<file path="config.mk">
export PLATFORM = sky130hd
export DESIGN_NAME = fetch_queue_top
export DESIGN_NICKNAME = d
export VERILOG_FILES = /design/src/design/rv32i_types.sv /design/src/design/fetch_ctrl_regs.sv /design/src/design/fetch_queue_top.sv /design/src/design/fetch_unit.sv /design/src/design/queue.sv
export SDC_FILE = /design/constraint.sdc
export NUM_CORES = 1
export LEC_CHECK = 0
export ABC_AREA = 1
export ABC_CLOCK_PERIOD_IN_PS = 21400
export BUFFER_PORTS_ARGS = -buffer_cell sky130_fd_sc_hd__buf_2
export CAP_MARGIN = 10
export CELL_PAD_IN_SITES_DETAIL_PLACEMENT = 1
export CELL_PAD_IN_SITES_GLOBAL_PLACEMENT = 1
export CORE_MARGIN = 2
export CORE_UTILIZATION = 51
export DETAILED_ROUTE_END_ITERATION = 7
export GPL_ROUTABILITY_DRIVEN = 0
export GPL_TIMING_DRIVEN = 0
export PLACE_DENSITY_LB_ADDON = 0.1
export SYNTH_ARGS = -nofsm -noshare
export SYNTH_HDL_FRONTEND = slang
export SYNTH_HIERARCHICAL = 1
export SYNTH_SLANG_ARGS = --single-unit
</file>
<file path="constraint.sdc">
create_clock -name clk -period 21.4 [get_ports clk]
set_input_delay 4.28 -clock clk [delete_from_list [all_inputs] [get_ports clk]]
set_output_delay 4.28 -clock clk [all_outputs]
set_load 0.02 [all_outputs]
</file>
<file path="src/design/rv32i_types.sv">
package rv32i_types;

    // base integer ISA width, shared by pc and instruction words
    localparam int xlen = 32;

    // one fetched instruction with the pc it came from
    typedef struct packed {
        logic [xlen-1:0] pc;      // address of the instruction
        logic [xlen-1:0] instr;   // raw instruction word from imem
    } fetch_pkt_t;

    // control register address
    typedef logic [1:0] cfg_addr_t;

    // register map
    localparam cfg_addr_t cfg_boot_pc = 2'd0;   // boot pc, rw
    localparam cfg_addr_t cfg_enable  = 2'd1;   // run enable in bit 0, rw
    localparam cfg_addr_t cfg_fetched = 2'd2;   // fetched packet count, ro, write clears

    // pc step for uncompressed instructions
    localparam int pc_step = 4;

endpackage

</file>
<file path="src/design/fetch_ctrl_regs.sv">
`timescale 1ns/1ps

module fetch_ctrl_regs (
    input  logic                            clk,
    input  logic                            rst,
    input  logic                            cfg_we,
    input  rv32i_types::cfg_addr_t          cfg_addr,
    input  logic [31:0]                     cfg_wdata,
    output logic [31:0]                     cfg_rdata,    // combinational readback
    input  logic                            pkt_fetched,  // pulse per push
    output logic                            run_en,
    output logic [rv32i_types::xlen-1:0]    boot_pc,
    output logic                            restart       // one cycle after a boot pc write
);

    logic [31:0] fetched_cnt;                             // saturating packet counter
    logic        wr_boot;
    logic        wr_enable;
    logic        wr_fetched;

    assign wr_boot    = cfg_we && (cfg_addr == rv32i_types::cfg_boot_pc);
    assign wr_enable  = cfg_we && (cfg_addr == rv32i_types::cfg_enable);
    assign wr_fetched = cfg_we && (cfg_addr == rv32i_types::cfg_fetched);

    always_ff @(posedge clk)
    begin
        if (rst)
        begin
            boot_pc     <= '0;
            run_en      <= 1'b0;
            restart     <= 1'b0;
            fetched_cnt <= '0;
        end
        else
        begin
            restart <= wr_boot;                           // fetch reloads from new boot_pc
            if (wr_boot)
            begin
                boot_pc <= cfg_wdata;
            end
            if (wr_enable)
            begin
                run_en <= cfg_wdata[0];
            end
            if (wr_fetched)
            begin
                fetched_cnt <= '0;                        // clear beats a same-cycle push
            end
            else if (pkt_fetched && !(&fetched_cnt))
            begin
                fetched_cnt <= fetched_cnt + 1'b1;
            end
        end
    end

    always_comb
    begin
        case (cfg_addr)
            rv32i_types::cfg_boot_pc: cfg_rdata = boot_pc;
            rv32i_types::cfg_enable:  cfg_rdata = {31'b0, run_en};
            rv32i_types::cfg_fetched: cfg_rdata = fetched_cnt;
            default:                  cfg_rdata = '0; // unmapped address
        endcase
    end

endmodule : fetch_ctrl_regs

</file>
<file path="src/design/fetch_queue_top.sv">
`timescale 1ns/1ps

module fetch_queue_top #(
    parameter int queue_depth = 8                          // power of two, at least 2
) (
    input  logic                                clk,
    input  logic                                rst,
    input  logic                                cfg_we,
    input  rv32i_types::cfg_addr_t              cfg_addr,
    input  logic [31:0]                         cfg_wdata,
    output logic [31:0]                         cfg_rdata,
    input  logic                                redirect,
    input  logic [rv32i_types::xlen-1:0]        redirect_pc,
    output logic                                imem_read,
    output logic [rv32i_types::xlen-1:0]        imem_addr,
    input  logic [rv32i_types::xlen-1:0]        imem_rdata,
    output rv32i_types::fetch_pkt_t             rdata,      // head packet, show-ahead
    input  logic                                deq,
    output logic                                full,
    output logic                                empty,
    output logic [$clog2(queue_depth):0]        count
);

    logic                         run_en;
    logic                         restart;
    logic [rv32i_types::xlen-1:0] boot_pc;
    logic                         pkt_fetched;
    logic                         enq;
    rv32i_types::fetch_pkt_t      enq_data;

    fetch_ctrl_regs u_regs (
        .clk(clk), .rst(rst), .cfg_we(cfg_we), .cfg_addr(cfg_addr),
        .cfg_wdata(cfg_wdata), .cfg_rdata(cfg_rdata), .pkt_fetched(pkt_fetched),
        .run_en(run_en), .boot_pc(boot_pc), .restart(restart)
    );

    fetch_unit #(.queue_depth(queue_depth)) u_fetch (
        .clk(clk), .rst(rst), .run_en(run_en), .restart(restart), .boot_pc(boot_pc),
        .redirect(redirect), .redirect_pc(redirect_pc), .queue_count(count),
        .imem_read(imem_read), .imem_addr(imem_addr), .imem_rdata(imem_rdata),
        .enq(enq), .enq_data(enq_data), .pkt_fetched(pkt_fetched)
    );

    // redirect doubles as the queue flush
    queue #(.queue_depth(queue_depth)) u_queue (
        .clk(clk), .rst(rst), .flush(redirect), .wdata_in(enq_data), .enqueue_in(enq),
        .rdata_out(rdata), .dequeue_in(deq), .full_out(full), .empty_out(empty),
        .count_out(count)
    );

endmodule : fetch_queue_top

</file>
<file path="src/design/fetch_unit.sv">
`timescale 1ns/1ps

module fetch_unit #(
    parameter int queue_depth = 8                            // must match the queue
) (
    input  logic                                    clk,
    input  logic                                    rst,
    input  logic                                    run_en,      // level from ctrl regs
    input  logic                                    restart,     // reload from boot_pc
    input  logic [rv32i_types::xlen-1:0]            boot_pc,
    input  logic                                    redirect,    // back end flush strobe
    input  logic [rv32i_types::xlen-1:0]            redirect_pc,
    input  logic [$clog2(queue_depth):0]            queue_count,
    output logic                                    imem_read,   // one cycle read strobe
    output logic [rv32i_types::xlen-1:0]            imem_addr,
    input  logic [rv32i_types::xlen-1:0]            imem_rdata,  // valid one cycle after read
    output logic                                    enq,
    output rv32i_types::fetch_pkt_t                 enq_data,
    output logic                                    pkt_fetched  // one per push
);

    localparam int cnt_w = $clog2(queue_depth) + 1;

    logic [rv32i_types::xlen-1:0] fetch_pc;                  // address of the next read
    logic [rv32i_types::xlen-1:0] inflight_pc;               // address of the read in flight
    logic                         inflight;                  // a response arrives this cycle
    logic [cnt_w-1:0]             credits_used;              // queued plus in-flight
    logic                         has_credit;
    logic                         steer;                     // redirect or restart this cycle

    assign steer = redirect || restart;

    // every in-flight read owns one queue slot until it lands
    assign credits_used = queue_count + cnt_w'(inflight);
    assign has_credit   = credits_used < cnt_w'(queue_depth);

    assign imem_read = run_en && !steer && has_credit;
    assign imem_addr = fetch_pc;

    // response pairs with its address and is dropped on a redirect or restart
    assign enq            = inflight && !steer;
    assign enq_data.pc    = inflight_pc;
    assign enq_data.instr = imem_rdata;
    assign pkt_fetched    = enq;

    // pc sequencing
    always_ff @(posedge clk)
    begin
        if (rst)
        begin
            fetch_pc <= '0;
        end
        else if (redirect)
        begin
            fetch_pc <= redirect_pc;                         // back end wins over restart
        end
        else if (restart)
        begin
            fetch_pc <= boot_pc;
        end
        else if (imem_read)
        begin
            fetch_pc <= fetch_pc + rv32i_types::xlen'(rv32i_types::pc_step);
        end
    end

    // fixed one cycle latency needs only a single in-flight slot
    always_ff @(posedge clk)
    begin
        if (rst)
        begin
            inflight <= 1'b0;
        end
        else
        begin
            inflight <= imem_read;                           // imem_read is already low on steer
        end
    end

    // address of the read in flight
    always_ff @(posedge clk)
    begin
        if (imem_read)
        begin
            inflight_pc <= fetch_pc;
        end
    end

    // queued plus in-flight packets stay within the queue depth
    a_credit_bound: assert property (
        @(posedge clk) disable iff (rst)
        credits_used <= cnt_w'(queue_depth)
    ) else $error("fetch_unit: credits above queue depth");

endmodule : fetch_unit

</file>
<file path="src/design/queue.sv">
`timescale 1ns/1ps

module queue #(
    parameter int queue_depth = 8                       // power of two of at least 2
) (
    input  logic                                clk,
    input  logic                                rst,
    input  logic                                flush,       // drop all entries
    input  rv32i_types::fetch_pkt_t             wdata_in,
    input  logic                                enqueue_in,
    output rv32i_types::fetch_pkt_t             rdata_out,   // head entry, show-ahead
    input  logic                                dequeue_in,
    output logic                                full_out,
    output logic                                empty_out,
    output logic [$clog2(queue_depth):0]        count_out
);

    localparam int ptr_w = $clog2(queue_depth);

    rv32i_types::fetch_pkt_t mem [queue_depth];         // packet storage

    logic [ptr_w:0] head_reg;                           // msb is the wrap bit
    logic [ptr_w:0] tail_reg;                           // msb is the wrap bit
    logic           do_enq;
    logic           do_deq;

    // same index with the wrap bits telling full from empty
    assign full_out  = (tail_reg[ptr_w-1:0] == head_reg[ptr_w-1:0]) &&
                       (tail_reg[ptr_w] != head_reg[ptr_w]);
    assign empty_out = (tail_reg[ptr_w-1:0] == head_reg[ptr_w-1:0]) &&
                       (tail_reg[ptr_w] == head_reg[ptr_w]);

    assign count_out = tail_reg - head_reg;             // wrap bit makes this exact

    assign rdata_out = mem[head_reg[ptr_w-1:0]];        // combinational head read

    assign do_enq = enqueue_in && !flush;               // flush beats a push
    assign do_deq = dequeue_in && !empty_out && !flush; // pop on empty is ignored

    // payload write, indexed by tail without the wrap bit
    always_ff @(posedge clk)
    begin
        if (do_enq)
        begin
            mem[tail_reg[ptr_w-1:0]] <= wdata_in;
        end
    end

    // push and pop may move both pointers in one cycle
    always_ff @(posedge clk)
    begin
        if (rst || flush)
        begin
            head_reg <= '0;
            tail_reg <= '0;
        end
        else
        begin
            if (do_enq)
            begin
                tail_reg <= tail_reg + 1'b1;            // carries into wrap bit on rollover
            end
            if (do_deq)
            begin
                head_reg <= head_reg + 1'b1;
            end
        end
    end

    // the producer's credits keep pushes out of a full queue
    a_no_push_when_full: assert property (
        @(posedge clk) disable iff (rst)
        enqueue_in |-> !full_out
    ) else $error("queue: push while full");

    // occupancy bound holds across any mix of push, pop and flush
    a_count_bound: assert property (
        @(posedge clk) disable iff (rst)
        count_out <= ($clog2(queue_depth)+1)'(queue_depth)
    ) else $error("queue: count above depth");

endmodule : queue

</file>
==> flow_metrics.tcl <==
set metrics [dict create \
    status "complete, no violations" \
    ys.flop_type "edfxtp_1" \
    finalMaxSlewViolations 0 \
    final_cell_mix "edfxtp_1, nand2_1, nor2_1, o21ai_0, buf_2" \
    grt_pass1_wl_um 138000 \
    finish.utilization_pct 60.2 \
    port_buffers 203 \
    die_area_um2 56500 \
    ys_ff_latch 654 \
    drive_gt1_share_pct 16.0 \
    hp-class "flip-flop to flip-flop" \
    antennaDiodeCount 0 \
    ys_warn_count 6 \
    syn_nets 2775 \
    ios 238 \
    rows 85 \
    die_h_um 238 \
    slew-limit-headroom_pct 31.6 \
    grt_pass1_vias 23600 \
    synth_area_per_cell_um2 10.4 \
    min_path_cells 0 \
    whs_ns 0.485 \
    postCtsResizedCells 0 \
    r2r_setup_slack_ns 18.09 \
    vias_per_cell 5.92 \
    powerDensity_nw_per_um2 81.9 \
    dpl-instance-area_um2 30200 \
    gr-total-overflow 0 \
    htree_levels 3 \
    crit_type "input pin to output port" \
    finalSetupViolCount 0 \
    clock_path_buffers 3 \
    power.share.clock_pct 44.0 \
    hold_viol_final 0 \
    final_cells 3714 \
    crit_chain "buf_2 > inv_2 > nand2_1 > clkbuf_1 > o21ai_0 > buf_2" \
    cpMostUsedCell "buf_2" \
    fmaxAchievable_mhz 98.9 \
    drt_first_pass_iters 5 \
    dpl.hpwl_um 62400 \
    tns_ns 0 \
    vias 22000 \
    r2r_end "u_queue/mem[4][19]" \
    path_depth 6 \
    cts_tree "yes" \
    crit_path_top_delay_cell "o21ai_0" \
    cts_hold_buf 0 \
    post-cts-setup-buffers 0 \
    synth_edf_count 544 \
    final_area_um2 32400 \
    grt_max_degree 34 \
    slowest_delay_ns 0.40 \
    pwr-share-comb_pct 3.4 \
    r2r_start "u_regs/restart" \
    clock_skew_ns 0.0282 \
    switchingPower_w 0.000578 \
    async_flop_share_pct 0 \
    r2r_cells 8 \
    maxCapViolCount 0 \
    drt_iter0_drc 1804 \
    crit_fanout 10 \
    finalCritPeriodShare_pct 47.2 \
    power_leakage_nw 11.9 \
    synth_area_um2 27800 \
    wl_um 91400 \
    grt_use_total_pct 32.4 \
    min_from "u_fetch/imem_addr[0]" \
    end_kind "output port" \
    layout_commonest_cell "edfxtp_1" \
    min_to "u_fetch/inflight_pc[0]" \
    max-vdd-ir-drop_mv 0.0662 \
    critPathArrivalTime_ns 5.83 \
    antenna_found_initial 0 \
    fin_crit_ns 10.11 \
    start_kind "input pin" \
    syn_inst 2664 \
    cts.clk_slew.worst_paths_ns 0.06 \
    insertion_delay_ns 0.61 \
    swShare_pct 21.7 \
    fin_nets 3075 \
    synthToLayoutAreaGrowth_pct 16.6 \
    internal_power_w 0.00208 \
    tightest_slew_ns 1.02 \
    drc 0 \
    core_um2 53900 \
    largest_reg_flops 512 \
    path_buf_inv 4 \
    start_util_pct 51.6 \
    cts-root-buf "clkbuf_16" \
    die_x_um 238 \
    seq_power_share_pct 52.6 \
    cp_top_family "buffers and inverters" \
    cts.sinks 654 \
    placed_cells 3587 \
    routedWlPerCell_um 24.6 \
    ant_nets 0 \
    cp.required_ns 17.12 \
    yosysUniqueCellTypes 45 \
    ys_seq_area_share_pct 66.6 \
    numCtsBuffers 70 \
    rsz0062_at_grt "no" \
]
==> how the worst max path moves through the flow <==
stage	from	to	slack [ns]
6_report	cfg_addr[0]	cfg_rdata[24]	11.29
5_1_grt	cfg_addr[0]	cfg_rdata[24]	11.28
4_1_cts	redirect	imem_read	11.05
3_5_place_dp	redirect	imem_read	11.07
3_3_place_gp	redirect	u_queue/tail_reg[3]	6.76
2_1_floorplan	redirect	u_queue/tail_reg[3]	11.59
==> power by group through the flow <==
stage	Clock (W)	Sequential [W]	Combinational, W
after global routing	0.00122	0.00140	0.0000996
after detailed placement	0	0.00142	0.0000892
after floorplan	0	0.00142	0.0000495
after global placement	0	0.00142	0.0000856
after CTS	0.00118	0.00140	0.0000903
final	0.00117	0.00140	0.0000916
==> cell families (layout without fill, tap and decap cells) <==
| family | Yosys count | in the layout | share of synthesized area [%] |
|---|---|---|---|
| AND/OR/NAND/NOR | 1180 | 1180 | 17.2 |
| flip-flops | 654 | 654 | 66.6 |
| AO/OA/AOI/OAI | 545 | 545 | 10.6 |
| buffers and inverters | 268 | 622 | 4.92 |
| XOR/XNOR | 9 | 9 | 0.283 |
| adder cells (fa/ha/maj) | 8 | 8 | 0.387 |
==> final cells by class <==
cell class,count,area (um2)
inverter,92,350
tap,696,871
fill,5823,21500
clock buffer,97,1970
timing repair buffer,228,1490
buffer,176,1020
multi-input combinational,1742,7990
sequential,654,18500
clock inverter,29,219
==> synth_stat cells (12+ instances only) <==
cell type	count	share of area [%]
o21ai_0	266	4.8
o21ai_1	53	0.95
nand3_1	96	1.7
nor2_2	12	0.27
buf_6	19	0.77
edfxtp_1	544	59
clkbuf_1	62	0.84
inv_1	86	1.2
nand4_1	16	0.36
buf_2	42	0.76
dfxtp_1	110	7.9
nor2_1	491	6.6
buf_4	37	1.0
nand2_1	529	7.1
a21oi_1	76	1.4
o22ai_1	128	2.9
==> routing by layer <==
layer,up-vias,part of all wire (%),global-route usage [%]
met5,-,0,0
met4,0,4.3,14.6
met3,213,6.8,5.31
met2,918,50,55.6
met1,11000,39,40.4
li1,9843,-,-
==> through the flow <==
stage / power (W) / setup WS, ns
2_1_floorplan: 0.00147 / 11.59
3_3_place_gp: 0.00151 / 6.76
3_5_place_dp: 0.00151 / 11.07
4_1_cts: 0.00267 / 11.05
5_1_grt: 0.00272 / 11.28
6_report: 0.00266 / 11.29
(Power assumes the default switching activity.)
